$ cat src/rtl/dmc_consts.svh
`ifndef DMC_CONSTS_SVH
`define DMC_CONSTS_SVH

// Command codes as {cs_n, ras_n, cas_n, we_n}
`define DMC_LMR   4'b0000
`define DMC_REF   4'b0001
`define DMC_PRE   4'b0010
`define DMC_ACT   4'b0011
`define DMC_WRITE 4'b0100
`define DMC_READ  4'b0101
`define DMC_NOP   4'b0111

`define DMC_NUM_BANKS   8
`define DMC_QUEUE_DEPTH 4

// DFI beats per burst; the LMR burst field is log2 of twice this
`define DMC_BURST_LEN 4
`define DMC_LMR_BL    ($clog2(`DMC_BURST_LEN * 2))

// Timing in dfi_clk cycles
`define DMC_TMRD 2
`define DMC_TRFC 10
`define DMC_TRP  3
`define DMC_TRAS 6
`define DMC_TRRD 2
`define DMC_TRCD 3
`define DMC_TWR  3
`define DMC_TWTR 2
`define DMC_TRTP 2
`define DMC_TRC  9
`define DMC_TCAS 3

`define DMC_TREFI     200
`define DMC_INIT_CMDS 6

// A10 selects all banks on PRE and auto-precharge on READ/WRITE
`define DMC_PRE_ALL_BIT 10

`endif

$ cat src/rtl/dmc_pkg.sv
`default_nettype none

package dmc_pkg;

  typedef logic [2:0]  bank_t;
  typedef logic [15:0] row_t;
  typedef logic [9:0]  col_t;
  // {bank, row, col}
  typedef logic [28:0] addr_t;
  // {cs_n, ras_n, cas_n, we_n}
  typedef logic [3:0]  cmd_code_t;
  typedef logic [7:0]  tick_t;

  typedef enum logic [1:0] {
    IDLE,
    INIT,
    REFR,
    LDST
  } seq_state_e;

endpackage

`default_nettype wire

$ cat src/rtl/dmc_cmd_if.sv
`timescale 1ns/1ps
`default_nettype none

interface dmc_cmd_if;

  logic               valid;
  logic               ready;
  logic               cke;
  dmc_pkg::cmd_code_t code;
  dmc_pkg::bank_t     bank;
  dmc_pkg::row_t      addr;

  modport producer (
    output valid, cke, code, bank, addr,
    input  ready
  );

  modport consumer (
    input  valid, cke, code, bank, addr,
    output ready
  );

  // Watches transfers without taking part in the handshake
  modport monitor (
    input valid, ready, cke, code, bank, addr
  );

endinterface

`default_nettype wire

$ cat src/rtl/dmc_cmd_sequencer.sv
`timescale 1ns/1ps
`default_nettype none
`include "dmc_consts.svh"

module dmc_cmd_sequencer (
  input  wire                 dfi_clk_i,
  input  wire                 dfi_clk_sync_rst_i,
  input  wire dmc_pkg::addr_t app_addr_i,
  input  wire                 app_write_i,
  input  wire                 app_ap_i,
  input  wire                 app_en_i,
  output logic                app_rdy_o,
  output logic                init_calib_complete_o,
  input  wire [`DMC_NUM_BANKS-1:0] bank_open_i,
  input  wire dmc_pkg::row_t  bank_row_i [`DMC_NUM_BANKS],
  dmc_cmd_if.producer         push_o
);

  dmc_pkg::seq_state_e state_q;
  dmc_pkg::seq_state_e state_d;
  logic                init_done_q;
  logic [2:0]          init_tick_q;
  logic                refr_tick_q;
  logic [1:0]          ldst_tick_q;
  logic [15:0]         refi_cnt_q;
  logic                refr_req_q;
  logic                req_held_q;
  dmc_pkg::addr_t      req_addr_q;
  logic                req_write_q;
  logic                req_ap_q;
  dmc_pkg::bank_t      req_bank;
  dmc_pkg::row_t       req_row;
  dmc_pkg::col_t       req_col;
  dmc_pkg::row_t       col_addr;
  logic                row_hit;
  logic                push;
  logic                last_tick;

  assign {req_bank, req_row, req_col} = req_addr_q;
  assign col_addr = dmc_pkg::row_t'(req_col)
                  | (dmc_pkg::row_t'(req_ap_q) << `DMC_PRE_ALL_BIT);
  assign row_hit  = bank_open_i[req_bank] && (bank_row_i[req_bank] == req_row);

  assign app_rdy_o = (state_q == dmc_pkg::IDLE) && init_done_q && !refr_req_q && !req_held_q;
  assign init_calib_complete_o = init_done_q;

  assign push_o.valid = (state_q != dmc_pkg::IDLE) && push_o.ready;
  assign push_o.cke   = 1'b1;
  assign push         = push_o.valid;

  always_ff @(posedge dfi_clk_i) begin
    if (app_en_i && app_rdy_o) begin
      req_addr_q  <= app_addr_i;
      req_write_q <= app_write_i;
      req_ap_q    <= app_ap_i;
    end
  end

  always_ff @(posedge dfi_clk_i) begin
    if (dfi_clk_sync_rst_i) begin
      state_q     <= dmc_pkg::IDLE;
      init_done_q <= 1'b0;
      req_held_q  <= 1'b0;
    end else begin
      state_q <= state_d;
      if (state_q == dmc_pkg::INIT && push && last_tick)
        init_done_q <= 1'b1;
      if (app_en_i && app_rdy_o)
        req_held_q <= 1'b1;
      else if (state_q == dmc_pkg::LDST && push && last_tick)
        req_held_q <= 1'b0;
    end
  end

  // Ticks are loaded while idle, from bank state that is already up to date
  always_ff @(posedge dfi_clk_i) begin
    if (dfi_clk_sync_rst_i) begin
      init_tick_q <= '0;
      refr_tick_q <= 1'b0;
      ldst_tick_q <= '0;
    end else if (state_q == dmc_pkg::IDLE) begin
      init_tick_q <= 3'(`DMC_INIT_CMDS - 1);
      refr_tick_q <= |bank_open_i;
      if (!bank_open_i[req_bank])
        ldst_tick_q <= 2'd1;
      else if (row_hit)
        ldst_tick_q <= 2'd0;
      else
        ldst_tick_q <= 2'd2;
    end else if (push) begin
      init_tick_q <= init_tick_q - 3'd1;
      refr_tick_q <= 1'b0;
      ldst_tick_q <= ldst_tick_q - 2'd1;
    end
  end

  always_ff @(posedge dfi_clk_i) begin
    if (dfi_clk_sync_rst_i) begin
      refi_cnt_q <= '0;
      refr_req_q <= 1'b0;
    end else if (init_done_q) begin
      if (refi_cnt_q == 16'(`DMC_TREFI))
        refi_cnt_q <= '0;
      else if (!refr_req_q)
        refi_cnt_q <= refi_cnt_q + 16'd1;
      if (state_q == dmc_pkg::REFR && push && last_tick)
        refr_req_q <= 1'b0;
      else if (refi_cnt_q == 16'(`DMC_TREFI))
        refr_req_q <= 1'b1;
    end
  end

  always_comb begin
    state_d = state_q;
    if (state_q == dmc_pkg::IDLE) begin
      if (!init_done_q)
        state_d = dmc_pkg::INIT;
      else if (refr_req_q)
        state_d = dmc_pkg::REFR;
      else if (req_held_q)
        state_d = dmc_pkg::LDST;
    end else if (push && last_tick) begin
      state_d = dmc_pkg::IDLE;
    end
  end

  always_comb begin
    push_o.code = `DMC_NOP;
    push_o.bank = '0;
    push_o.addr = '0;
    last_tick   = 1'b0;
    case (state_q)
      dmc_pkg::INIT: begin
        last_tick = (init_tick_q == 3'd0);
        case (init_tick_q)
          3'd4: begin
            push_o.code = `DMC_PRE;
            push_o.addr = dmc_pkg::row_t'(1) << `DMC_PRE_ALL_BIT;
          end
          3'd3, 3'd2: push_o.code = `DMC_REF;
          // Mode register with CAS latency and burst length
          3'd1: begin
            push_o.code = `DMC_LMR;
            push_o.addr = {8'h00, 4'(`DMC_TCAS), 4'(`DMC_LMR_BL)};
          end
          3'd0: begin
            push_o.code = `DMC_LMR;
            push_o.bank = 3'd2;
          end
          default: push_o.code = `DMC_NOP;
        endcase
      end
      dmc_pkg::REFR: begin
        last_tick = !refr_tick_q;
        if (refr_tick_q) begin
          push_o.code = `DMC_PRE;
          push_o.addr = dmc_pkg::row_t'(1) << `DMC_PRE_ALL_BIT;
        end else begin
          push_o.code = `DMC_REF;
        end
      end
      dmc_pkg::LDST: begin
        last_tick   = (ldst_tick_q == 2'd0);
        push_o.bank = req_bank;
        case (ldst_tick_q)
          2'd2: push_o.code = `DMC_PRE;
          2'd1: begin
            push_o.code = `DMC_ACT;
            push_o.addr = req_row;
          end
          default: begin
            push_o.code = req_write_q ? `DMC_WRITE : `DMC_READ;
            push_o.addr = col_addr;
          end
        endcase
      end
      default: last_tick = 1'b0;
    endcase
  end

endmodule

`default_nettype wire

$ cat src/rtl/dmc_bank_tracker.sv
`timescale 1ns/1ps
`default_nettype none
`include "dmc_consts.svh"

module dmc_bank_tracker #(
  parameter dmc_pkg::bank_t bank_id_p = '0
) (
  input  wire           dfi_clk_i,
  input  wire           dfi_clk_sync_rst_i,
  dmc_cmd_if.monitor    mon_i,
  output logic          open_o,
  output dmc_pkg::row_t row_o
);

  logic fire;
  logic hit;
  logic a10;

  // Only commands with cke high change the bank state
  assign fire = mon_i.valid && mon_i.ready && mon_i.cke;
  assign hit  = (mon_i.bank == bank_id_p);
  assign a10  = mon_i.addr[`DMC_PRE_ALL_BIT];

  always_ff @(posedge dfi_clk_i) begin
    if (dfi_clk_sync_rst_i) begin
      open_o <= 1'b0;
    end else if (fire) begin
      case (mon_i.code)
        `DMC_ACT: begin
          if (hit)
            open_o <= 1'b1;
        end
        `DMC_READ, `DMC_WRITE: begin
          if (hit && a10)
            open_o <= 1'b0;
        end
        `DMC_PRE: begin
          if (hit || a10)
            open_o <= 1'b0;
        end
        default: open_o <= open_o;
      endcase
    end
  end

  always_ff @(posedge dfi_clk_i) begin
    if (fire && hit && mon_i.code == `DMC_ACT)
      row_o <= mon_i.addr;
  end

endmodule

`default_nettype wire

$ cat src/rtl/dmc_cmd_queue.sv
`timescale 1ns/1ps
`default_nettype none
`include "dmc_consts.svh"

module dmc_cmd_queue (
  input  wire         dfi_clk_i,
  input  wire         dfi_clk_sync_rst_i,
  dmc_cmd_if.consumer in_i,
  dmc_cmd_if.producer out_o
);

  localparam int ptr_w_lp   = $clog2(`DMC_QUEUE_DEPTH);
  // Entry is {cke, code, bank, addr}
  localparam int entry_w_lp = 1 + $bits(dmc_pkg::cmd_code_t) + $bits(dmc_pkg::bank_t)
                            + $bits(dmc_pkg::row_t);

  logic [entry_w_lp-1:0] mem_q [`DMC_QUEUE_DEPTH];
  logic [ptr_w_lp-1:0]   wr_ptr_q;
  logic [ptr_w_lp-1:0]   rd_ptr_q;
  logic [ptr_w_lp:0]     count_q;
  logic                  push;
  logic                  pop;

  function automatic logic [ptr_w_lp-1:0] ptr_next(input logic [ptr_w_lp-1:0] ptr);
    return (ptr == ptr_w_lp'(`DMC_QUEUE_DEPTH - 1)) ? '0 : ptr + 1'b1;
  endfunction

  assign in_i.ready  = (count_q < (ptr_w_lp + 1)'(`DMC_QUEUE_DEPTH));
  assign out_o.valid = (count_q != '0);
  assign push        = in_i.valid && in_i.ready;
  assign pop         = out_o.valid && out_o.ready;

  assign {out_o.cke, out_o.code, out_o.bank, out_o.addr} = mem_q[rd_ptr_q];

  always_ff @(posedge dfi_clk_i) begin
    if (push)
      mem_q[wr_ptr_q] <= {in_i.cke, in_i.code, in_i.bank, in_i.addr};
  end

  always_ff @(posedge dfi_clk_i) begin
    if (dfi_clk_sync_rst_i) begin
      wr_ptr_q <= '0;
      rd_ptr_q <= '0;
      count_q  <= '0;
    end else begin
      if (push)
        wr_ptr_q <= ptr_next(wr_ptr_q);
      if (pop)
        rd_ptr_q <= ptr_next(rd_ptr_q);
      if (push && !pop)
        count_q <= count_q + 1'b1;
      else if (pop && !push)
        count_q <= count_q - 1'b1;
    end
  end

endmodule

`default_nettype wire

$ cat src/rtl/dmc_cmd_issuer.sv
`timescale 1ns/1ps
`default_nettype none
`include "dmc_consts.svh"

module dmc_cmd_issuer (
  input  wire            dfi_clk_i,
  input  wire            dfi_clk_sync_rst_i,
  dmc_cmd_if.consumer    cmd_i,
  output dmc_pkg::bank_t dfi_bank_o,
  output dmc_pkg::row_t  dfi_address_o,
  output logic           dfi_cke_o,
  output logic           dfi_cs_n_o,
  output logic           dfi_ras_n_o,
  output logic           dfi_cas_n_o,
  output logic           dfi_we_n_o,
  output logic           dfi_wrdata_en_o,
  output logic           dfi_rddata_en_o
);

  localparam dmc_pkg::tick_t tick_max_lp   = 8'd15;
  localparam dmc_pkg::tick_t burst_last_lp = 8'(`DMC_BURST_LEN - 1);
  // Delay from shoot to strobe start, index 0 for write and 1 for read
  localparam dmc_pkg::tick_t strb_dly_lp [2] = '{8'(`DMC_TCAS - 1), 8'(`DMC_TCAS)};

  dmc_pkg::cmd_code_t p_cmd_q;
  dmc_pkg::cmd_code_t n_cmd;
  dmc_pkg::tick_t     cmd_tick_q;
  dmc_pkg::tick_t     act_tick_q;
  dmc_pkg::tick_t     wr_tick_q;
  dmc_pkg::tick_t     rd_tick_q;
  dmc_pkg::tick_t     strb_dly_q [2];
  dmc_pkg::tick_t     strb_len_q [2];
  logic [1:0]         strb_start;
  logic               shoot;

  function automatic dmc_pkg::tick_t sat_inc(input dmc_pkg::tick_t tick);
    return (tick == tick_max_lp) ? tick : tick + 8'd1;
  endfunction

  assign n_cmd       = cmd_i.code;
  assign cmd_i.ready = shoot;

  // Spacing rules keyed on the previous and the next command
  always_comb begin
    shoot = 1'b1;
    case (p_cmd_q)
      `DMC_LMR: shoot = (cmd_tick_q >= `DMC_TMRD);
      `DMC_REF: shoot = (cmd_tick_q >= `DMC_TRFC);
      `DMC_PRE: begin
        shoot = (cmd_tick_q >= `DMC_TRP);
        if (n_cmd == `DMC_ACT)
          shoot = shoot && (act_tick_q >= `DMC_TRAS);
      end
      `DMC_ACT: begin
        case (n_cmd)
          `DMC_PRE:   shoot = (cmd_tick_q >= `DMC_TRAS);
          `DMC_ACT:   shoot = (cmd_tick_q >= `DMC_TRRD);
          `DMC_WRITE: shoot = (cmd_tick_q >= `DMC_TRCD)
                           && (rd_tick_q >= `DMC_TCAS + burst_last_lp);
          `DMC_READ:  shoot = (cmd_tick_q >= `DMC_TRCD) && (wr_tick_q >= `DMC_TWTR);
          default:    shoot = 1'b1;
        endcase
      end
      `DMC_WRITE: begin
        case (n_cmd)
          `DMC_PRE:   shoot = (cmd_tick_q >= `DMC_TWR) && (act_tick_q >= `DMC_TRAS);
          `DMC_WRITE: shoot = (cmd_tick_q >= burst_last_lp);
          `DMC_READ:  shoot = (cmd_tick_q >= `DMC_TWTR);
          `DMC_ACT:   shoot = (act_tick_q >= `DMC_TRC)
                           && (cmd_tick_q >= `DMC_TWR + `DMC_TRP);
          default:    shoot = 1'b1;
        endcase
      end
      `DMC_READ: begin
        case (n_cmd)
          `DMC_PRE:   shoot = (cmd_tick_q >= `DMC_TRTP) && (act_tick_q >= `DMC_TRAS);
          `DMC_WRITE: shoot = (cmd_tick_q >= burst_last_lp + `DMC_TCAS);
          `DMC_READ:  shoot = (cmd_tick_q >= burst_last_lp);
          `DMC_ACT:   shoot = (act_tick_q >= `DMC_TRC)
                           && (cmd_tick_q >= `DMC_TRTP + `DMC_TRP);
          default:    shoot = 1'b1;
        endcase
      end
      default: shoot = 1'b1;
    endcase
    shoot = shoot && cmd_i.valid;
  end

  always_ff @(posedge dfi_clk_i) begin
    if (dfi_clk_sync_rst_i) begin
      p_cmd_q    <= `DMC_NOP;
      cmd_tick_q <= '0;
      act_tick_q <= '0;
      wr_tick_q  <= '0;
      rd_tick_q  <= '0;
    end else begin
      cmd_tick_q <= shoot ? '0 : sat_inc(cmd_tick_q);
      act_tick_q <= (shoot && n_cmd == `DMC_ACT) ? '0 : sat_inc(act_tick_q);
      wr_tick_q  <= (shoot && n_cmd == `DMC_WRITE) ? '0 : sat_inc(wr_tick_q);
      rd_tick_q  <= (shoot && n_cmd == `DMC_READ) ? '0 : sat_inc(rd_tick_q);
      if (shoot)
        p_cmd_q <= n_cmd;
    end
  end

  // Pins fall back to NOP whenever nothing is shot
  always_ff @(posedge dfi_clk_i) begin
    if (dfi_clk_sync_rst_i) begin
      dfi_bank_o    <= '0;
      dfi_address_o <= '0;
      dfi_cke_o     <= 1'b0;
      {dfi_cs_n_o, dfi_ras_n_o, dfi_cas_n_o, dfi_we_n_o} <= 4'b1111;
    end else if (shoot) begin
      dfi_bank_o    <= cmd_i.bank;
      dfi_address_o <= cmd_i.addr;
      dfi_cke_o     <= cmd_i.cke;
      {dfi_cs_n_o, dfi_ras_n_o, dfi_cas_n_o, dfi_we_n_o} <= n_cmd;
    end else begin
      {dfi_cs_n_o, dfi_ras_n_o, dfi_cas_n_o, dfi_we_n_o} <= 4'b1111;
    end
  end

  assign strb_start[0] = shoot && (n_cmd == `DMC_WRITE);
  assign strb_start[1] = shoot && (n_cmd == `DMC_READ);

  // Delay countdown hands over to a burst-long countdown
  always_ff @(posedge dfi_clk_i) begin
    for (int i = 0; i < 2; i++) begin
      if (dfi_clk_sync_rst_i) begin
        strb_dly_q[i] <= '0;
        strb_len_q[i] <= '0;
      end else begin
        if (strb_start[i])
          strb_dly_q[i] <= strb_dly_lp[i];
        else if (strb_dly_q[i] != '0)
          strb_dly_q[i] <= strb_dly_q[i] - 8'd1;
        if (strb_dly_q[i] == 8'd1)
          strb_len_q[i] <= 8'(`DMC_BURST_LEN);
        else if (strb_len_q[i] != '0)
          strb_len_q[i] <= strb_len_q[i] - 8'd1;
      end
    end
  end

  assign dfi_wrdata_en_o = (strb_len_q[0] != '0);
  assign dfi_rddata_en_o = (strb_len_q[1] != '0);

endmodule

`default_nettype wire

$ cat src/rtl/dmc_top.sv
`timescale 1ns/1ps
`default_nettype none
`include "dmc_consts.svh"

module dmc_top (
  input  wire                 dfi_clk_i,
  input  wire                 dfi_clk_sync_rst_i,
  input  wire dmc_pkg::addr_t app_addr_i,
  input  wire                 app_write_i,
  input  wire                 app_ap_i,
  input  wire                 app_en_i,
  output wire                 app_rdy_o,
  output wire                 init_calib_complete_o,
  output wire dmc_pkg::bank_t dfi_bank_o,
  output wire dmc_pkg::row_t  dfi_address_o,
  output wire                 dfi_cke_o,
  output wire                 dfi_cs_n_o,
  output wire                 dfi_ras_n_o,
  output wire                 dfi_cas_n_o,
  output wire                 dfi_we_n_o,
  output wire                 dfi_wrdata_en_o,
  output wire                 dfi_rddata_en_o
);

  wire [`DMC_NUM_BANKS-1:0] bank_open;
  dmc_pkg::row_t            bank_row [`DMC_NUM_BANKS];

  dmc_cmd_if push_bus ();
  dmc_cmd_if issue_bus ();

  dmc_cmd_sequencer u_sequencer (
    .dfi_clk_i             (dfi_clk_i),
    .dfi_clk_sync_rst_i    (dfi_clk_sync_rst_i),
    .app_addr_i            (app_addr_i),
    .app_write_i           (app_write_i),
    .app_ap_i              (app_ap_i),
    .app_en_i              (app_en_i),
    .app_rdy_o             (app_rdy_o),
    .init_calib_complete_o (init_calib_complete_o),
    .bank_open_i           (bank_open),
    .bank_row_i            (bank_row),
    .push_o                (push_bus.producer)
  );

  for (genvar i = 0; i < `DMC_NUM_BANKS; i++) begin : g_bank
    dmc_bank_tracker #(
      .bank_id_p (dmc_pkg::bank_t'(i))
    ) u_tracker (
      .dfi_clk_i          (dfi_clk_i),
      .dfi_clk_sync_rst_i (dfi_clk_sync_rst_i),
      .mon_i              (push_bus.monitor),
      .open_o             (bank_open[i]),
      .row_o              (bank_row[i])
    );
  end

  dmc_cmd_queue u_queue (
    .dfi_clk_i          (dfi_clk_i),
    .dfi_clk_sync_rst_i (dfi_clk_sync_rst_i),
    .in_i               (push_bus.consumer),
    .out_o              (issue_bus.producer)
  );

  dmc_cmd_issuer u_issuer (
    .dfi_clk_i          (dfi_clk_i),
    .dfi_clk_sync_rst_i (dfi_clk_sync_rst_i),
    .cmd_i              (issue_bus.consumer),
    .dfi_bank_o         (dfi_bank_o),
    .dfi_address_o      (dfi_address_o),
    .dfi_cke_o          (dfi_cke_o),
    .dfi_cs_n_o         (dfi_cs_n_o),
    .dfi_ras_n_o        (dfi_ras_n_o),
    .dfi_cas_n_o        (dfi_cas_n_o),
    .dfi_we_n_o         (dfi_we_n_o),
    .dfi_wrdata_en_o    (dfi_wrdata_en_o),
    .dfi_rddata_en_o    (dfi_rddata_en_o)
  );

endmodule

`default_nettype wire

$ cat config.mk
export PLATFORM = sky130hd
export DESIGN_NAME = dmc_top
export DESIGN_NICKNAME = d
export VERILOG_FILES = /design/src/rtl/dmc_pkg.sv /design/src/rtl/dmc_cmd_if.sv /design/src/rtl/dmc_cmd_sequencer.sv /design/src/rtl/dmc_bank_tracker.sv /design/src/rtl/dmc_cmd_queue.sv /design/src/rtl/dmc_cmd_issuer.sv /design/src/rtl/dmc_top.sv
export VERILOG_INCLUDE_DIRS = /design/src /design/src/rtl
export SDC_FILE = /design/constraint.sdc
export NUM_CORES = 1
export LEC_CHECK = 0
export BUFFER_PORTS_ARGS = -buffer_cell sky130_fd_sc_hd__buf_2
export CORE_UTILIZATION = 50
export DETAILED_ROUTE_END_ITERATION = 16
export PLACE_DENSITY = 0.67
export SLEW_MARGIN = 20
export SYNTH_ARGS = -nofsm -noshare
export SYNTH_HDL_FRONTEND = slang
export SYNTH_SLANG_ARGS = --single-unit
export TNS_END_PERCENT = 50
$ cat constraint.sdc
create_clock -name dfi_clk_i -period 4.5 [get_ports dfi_clk_i]
set_input_delay 0.9 -clock dfi_clk_i [delete_from_list [all_inputs] [get_ports dfi_clk_i]]
set_output_delay 0.9 -clock dfi_clk_i [all_outputs]
set_load 0.005 [all_outputs]
==> impl_results.html <==
<table>
<tr><th>Metric</th><th>Value</th></tr>
<tr><th colspan="2">Status</th></tr>
<tr><td>Result of the run</td><td>completed</td></tr>
<tr><th colspan="2">GRT</th></tr>
<tr><td>Peak-usage layer in the global routing report</td><td>met2</td></tr>
<tr><td>Total congestion overflow after global routing</td><td>0</td></tr>
<tr><td>Grt met2 use</td><td>34.31%</td></tr>
<tr><td>Pin count of the biggest net entering global routing</td><td>56</td></tr>
<tr><td>Wire length of the first global-routing pass</td><td>51,430 um</td></tr>
<tr><td>Global routing usage on met3</td><td>2.959%</td></tr>
<tr><td>Met1 Usage GRT</td><td>25.80%</td></tr>
<tr><td>Number of antenna violations at the first check in global routing</td><td>0</td></tr>
<tr><td>Tot GR Track Use</td><td>19.78%</td></tr>
<tr><td>Via count of the first global-routing pass</td><td>9,710</td></tr>
<tr><th colspan="2">Logic synthesis</th></tr>
<tr><td>Xor-xnor portion of the synthesized cell area</td><td>4.070%</td></tr>
<tr><td>Netlist cell types</td><td>64</td></tr>
<tr><td>Simple-gate portion of the synthesized area</td><td>approximately 11%</td></tr>
<tr><td>Number of nets produced by synthesis</td><td>1,255</td></tr>
<tr><td>Synthesized-area fraction occupied by ao, oa, aoi and oai cells</td><td>6.403%</td></tr>
<tr><td>Cell area after technology mapping</td><td>16,360 sq um</td></tr>
<tr><td>Proportion of synthesized chip area in sequential cells</td><td>a little under two thirds</td></tr>
<tr><td>Post-synthesis async set-or-reset flop share</td><td>0%</td></tr>
<tr><td>Multiplexer share of the synthesized area</td><td>9.241%</td></tr>
<tr><td>Adder-cell share of the synthesized area</td><td>2.876%</td></tr>
<tr><td>Yosys warning total</td><td>0</td></tr>
<tr><td>Average footprint of a synthesized cell</td><td>13.81 sq um</td></tr>
<tr><td>Main combinational cell family by area after synthesis</td><td>simple AND/OR/NAND/NOR gates</td></tr>
<tr><td>Top_reg_cell synth</td><td>sky130_fd_sc_hd__edfxtp_1</td></tr>
<tr><td>Number of enable-type register cells in the synthesized netlist</td><td>279</td></tr>
<tr><td>Synthesized instance count</td><td>about 1,200</td></tr>
<tr><td>Number of storage elements in the synthesis netlist</td><td>382</td></tr>
<tr><th colspan="2">STA</th></tr>
<tr><td>Count of final max-slew check failures</td><td>0</td></tr>
<tr><td>Final Setup Violations</td><td>0</td></tr>
<tr><td>Clock period minus worst slack</td><td>3.904 ns</td></tr>
<tr><td>Final WS setup</td><td>between 0.5 and 0.6 ns</td></tr>
<tr><td>RSZ-0062 raised after global routing</td><td>no</td></tr>
<tr><td>Worst slew margin</td><td>38.55%</td></tr>
<tr><td>Fmax</td><td>~260 MHz</td></tr>
<tr><td>Fin Hold WS</td><td>around 0.46 ns</td></tr>
<tr><td>Clock tree skew after final layout</td><td>0.03377 ns</td></tr>
<tr><td>Slew at the pin with the worst max-slew slack</td><td>0.9218 ns</td></tr>
<tr><td>Portion of the clock cycle consumed by the worst path in the final layout</td><td>86.76%</td></tr>
<tr><td>Setup_tns</td><td>0 ns</td></tr>
<tr><td>Hold Fails Final Rpt</td><td>0</td></tr>
<tr><th colspan="2">Critical path</th></tr>
<tr><td>Type of element capturing the critical path</td><td>flop</td></tr>
<tr><td>Start-to-end type of the worst setup path</td><td>reg -&gt; reg</td></tr>
<tr><td>Maximum net fanout on the critical path</td><td>14</td></tr>
<tr><td>Kind of launch point of the worst setup path</td><td>flop</td></tr>
<tr><td>Arrival time worst endpoint</td><td>4.38 ns</td></tr>
<tr><td>Crit path required time</td><td>4.98 ns</td></tr>
<tr><th colspan="2">Clock network</th></tr>
<tr><td>Maximum level of the CTS H-tree</td><td>2</td></tr>
<tr><td>Buffers inserted during post-CTS setup optimization</td><td>0</td></tr>
<tr><td>Number of gates resized after CTS</td><td>0</td></tr>
<tr><td>Register clock-pin slew on the reported worst setup and hold paths</td><td>0.06 ns</td></tr>
<tr><td>Inserted Clock Buffers</td><td>40</td></tr>
<tr><td>Hold bufs inserted after CTS</td><td>0</td></tr>
<tr><td>Clock root buffer</td><td>sky130_fd_sc_hd__clkbuf_16</td></tr>
<tr><td>Clk sink count</td><td>between 300 and 400</td></tr>
<tr><td>Worst-skew pair later-pin latency</td><td>0.55 ns</td></tr>
<tr><td>Number of buffers on the longest clock path</td><td>3</td></tr>
<tr><td>Clock tree from TritonCTS</td><td>yes</td></tr>
<tr><th colspan="2">Final layout</th></tr>
<tr><td>Final-layout fill cell count</td><td>~2,500</td></tr>
<tr><td>Storage element area</td><td>approximately 10,000 sq um</td></tr>
<tr><td>Number of nets in the layout</td><td>between 1,000 and 1,500</td></tr>
<tr><td>Ant. Diodes</td><td>0</td></tr>
<tr><td>Footprint of the multi-input gates</td><td>around 5600 sq um</td></tr>
<tr><td>Final core utilization</td><td>58.08%</td></tr>
<tr><td>Final Instance Area</td><td>between 15,000 and 20,000 sq um</td></tr>
<tr><td>Ratio of cells with drive above 1 in the final layout</td><td>17.96%</td></tr>
<tr><td>Relative area change from synthesis to final layout</td><td>13.21%</td></tr>
<tr><th colspan="2">Floorplan</th></tr>
<tr><td>Placeable core region</td><td>31,880 sq um</td></tr>
<tr><td>Vertical die dimension</td><td>182.9 um</td></tr>
<tr><td>Die Area</td><td>33,440 sq um</td></tr>
<tr><td>Width of the die</td><td>182.9 um</td></tr>
<tr><td>Rows</td><td>65</td></tr>
<tr><td>Count of boundary I/O pins</td><td>62</td></tr>
<tr><td>Starting density of the core</td><td>51.30%</td></tr>
<tr><th colspan="2">Detailed routing</th></tr>
<tr><td>Initial drt markers</td><td>approximately 670</td></tr>
<tr><td>DRC violations left</td><td>0</td></tr>
<tr><td>Ratio of routed vias to standard cells</td><td>5.651</td></tr>
<tr><td>Antenna violation net count after detailed routing</td><td>0</td></tr>
<tr><td>Detailed-route via count</td><td>9,759</td></tr>
<tr><td>Wire length after detailed routing</td><td>32,050 um</td></tr>
<tr><td>Avg WL per Cell</td><td>18.56 um</td></tr>
<tr><td>Number of detailed-route iterations in the first pass</td><td>5</td></tr>
<tr><th colspan="2">Power</th></tr>
<tr><td>Total power per unit cell area</td><td>526.5 nW/um^2</td></tr>
<tr><td>Total leakage power</td><td>roughly 0.0063 uW</td></tr>
<tr><td>IR drop worst, VDD</td><td>between 300 and 400 uV</td></tr>
<tr><th colspan="2">Hold path</th></tr>
<tr><td>Startpoint of the worst hold path</td><td>u_issuer.dfi_bank_o[2]</td></tr>
<tr><td>Worst Hold Class</td><td>reg -&gt; reg</td></tr>
<tr><th colspan="2">Placed design</th></tr>
<tr><td>Buffers on Ports</td><td>61</td></tr>
<tr><td>Post-detailed-placement half-perimeter wirelength</td><td>20,870 um</td></tr>
<tr><td>Final weighted congestion of routability-driven global placement</td><td>0.8100</td></tr>
<tr><td>Instance area after placement</td><td>about 17,000 sq um</td></tr>
<tr><td>Worst Setup Slack post-DPL</td><td>0.6007 ns</td></tr>
<tr><th colspan="2">Run</th></tr>
<tr><td>Number of maximum-capacitance constraint violations</td><td>0</td></tr>
</table>
layout by cell type, fill, tap and decap left out, types with 8 or more instances in the layout:
master,Yosys,final
sky130_fd_sc_hd__a211oi_1,9,9
sky130_fd_sc_hd__a21oi_1,60,60
sky130_fd_sc_hd__a22o_1,8,8
sky130_fd_sc_hd__a31oi_1,8,8
sky130_fd_sc_hd__and3_1,15,15
sky130_fd_sc_hd__buf_2,7,60
sky130_fd_sc_hd__buf_4,1,30
sky130_fd_sc_hd__clkbuf_1,34,9
sky130_fd_sc_hd__clkbuf_16,0,40
sky130_fd_sc_hd__clkinv_1,0,9
sky130_fd_sc_hd__dfxtp_1,103,103
sky130_fd_sc_hd__edfxtp_1,279,279
sky130_fd_sc_hd__ha_1,36,36
sky130_fd_sc_hd__inv_1,40,40
sky130_fd_sc_hd__mux2i_1,25,25
sky130_fd_sc_hd__mux4_2,56,56
sky130_fd_sc_hd__nand2_1,55,55
sky130_fd_sc_hd__nand2b_1,12,12
sky130_fd_sc_hd__nand3_1,30,30
sky130_fd_sc_hd__nor2_1,90,90
sky130_fd_sc_hd__nor3_1,45,41
sky130_fd_sc_hd__nor4_1,25,23
sky130_fd_sc_hd__o21ai_0,44,44
sky130_fd_sc_hd__or3_1,11,11
sky130_fd_sc_hd__xnor2_1,44,44
sky130_fd_sc_hd__xor2_1,32,32
stage by stage:
stage          power (uW)  std cells
2_1_floorplan        6053       1184
3_3_place_gp         6566       1653
3_5_place_dp         6627       1653
4_1_cts              9848       1727
5_1_grt             10260       1727
6_report             9750       1727
cells in the mapped netlist (8+ instances only):
| library cell | number | area [sq um] |
|---|---|---|
| sky130_fd_sc_hd__mux2i_1 | 25 | 250.2 |
| sky130_fd_sc_hd__nor3_1 | 45 | 225.2 |
| sky130_fd_sc_hd__or3_1 | 11 | 68.82 |
| sky130_fd_sc_hd__mux4_2 | 56 | 1261 |
| sky130_fd_sc_hd__nor4_1 | 25 | 156.4 |
| sky130_fd_sc_hd__edfxtp_1 | 279 | 8378 |
| sky130_fd_sc_hd__o21ai_0 | 44 | 220.2 |
| sky130_fd_sc_hd__xor2_1 | 32 | 280.3 |
| sky130_fd_sc_hd__clkbuf_1 | 34 | 127.6 |
| sky130_fd_sc_hd__nand3_1 | 30 | 150.1 |
| sky130_fd_sc_hd__ha_1 | 36 | 450.4 |
| sky130_fd_sc_hd__dfxtp_1 | 103 | 2062 |
| sky130_fd_sc_hd__xnor2_1 | 44 | 385.4 |
| sky130_fd_sc_hd__buf_1 | 11 | 41.29 |
| sky130_fd_sc_hd__nor2_1 | 90 | 337.8 |
| sky130_fd_sc_hd__a211oi_1 | 9 | 67.56 |
| sky130_fd_sc_hd__and3_1 | 15 | 93.84 |
| sky130_fd_sc_hd__a22o_1 | 8 | 70.07 |
| sky130_fd_sc_hd__nand2b_1 | 12 | 75.07 |
| sky130_fd_sc_hd__a21oi_1 | 60 | 300.3 |
| sky130_fd_sc_hd__inv_1 | 40 | 150.1 |
| sky130_fd_sc_hd__nand2_1 | 55 | 206.5 |
| sky130_fd_sc_hd__a31oi_1 | 8 | 50.05 |
| sky130_fd_sc_hd__and2_1 | 9 | 56.30 |
logic make-up after synthesis:
logic type / Yosys count
xor+xnor: 76
simple gates: 345
compound gates: 167
buf+inv: 96
fa+ha+maj: 37
flops: 382
mux: 81
state kept, by name, indices dropped and copies added (netlist names), 16 cells and up, named ones only:
register,count
u_issuer.dfi_address_o,16
g_bank.u_tracker.row_o,128
u_issuer.strb_len_q,16
u_queue.mem_q,88
u_sequencer.req_addr_q,29
u_sequencer.refi_cnt_q,16
u_issuer.strb_dly_q,16
worst max-delay path, cell delays in order, from the launching register on:
cell                       delay (ns)
sky130_fd_sc_hd__dfxtp_1         0.44
sky130_fd_sc_hd__mux4_2          0.62
sky130_fd_sc_hd__nand2b_1        0.23
sky130_fd_sc_hd__nor4b_1         0.36
sky130_fd_sc_hd__a211oi_1        0.12
sky130_fd_sc_hd__or3_1           0.42
sky130_fd_sc_hd__nand2_2         0.25
sky130_fd_sc_hd__inv_1           0.16
sky130_fd_sc_hd__ha_1            0.25
sky130_fd_sc_hd__fa_1            0.38
sky130_fd_sc_hd__xnor2_1         0.14
sky130_fd_sc_hd__or3_1           0.30
sky130_fd_sc_hd__a21oi_1         0.14
per-layer routing:
layer	vias up	part of all wire (%)	routed length [um]
met4	0	2.0	649
li1	4619	-	-
met2	205	51	16280
met3	55	3.7	1176
met1	4880	44	13950
met5	-	0	0
report_power, final:
group          internal, uW  switching (uW)  total (uW)
logic                   875            1190        2070
clock network          1860            1350        3210
registers              4200             270        4470
total                  6940            2810        9750
path summary, 6_finish.rpt:
check / endpoint / slack (ns) / depth (start not counted)
setup / recovery: u_queue.count_q[2] / 0.60 / 12
setup reg to reg: u_queue.count_q[2] / 0.60 / 12
hold / removal: u_issuer.dfi_bank_o[2] / 0.46 / 2
hold reg to reg: u_issuer.dfi_bank_o[2] / 0.46 / 2
cell type report:
class | count | area share, %
clock inverter | 23 | 1.257
clock buffer | 51 | 5.737
timing repair buffer | 90 | 2.838
inverter | 40 | 0.8109
tap | 435 | 2.939
multi-input combinational | 706 | 30.04
sequential | 382 | 56.38
(Power assumes the default switching activity.)
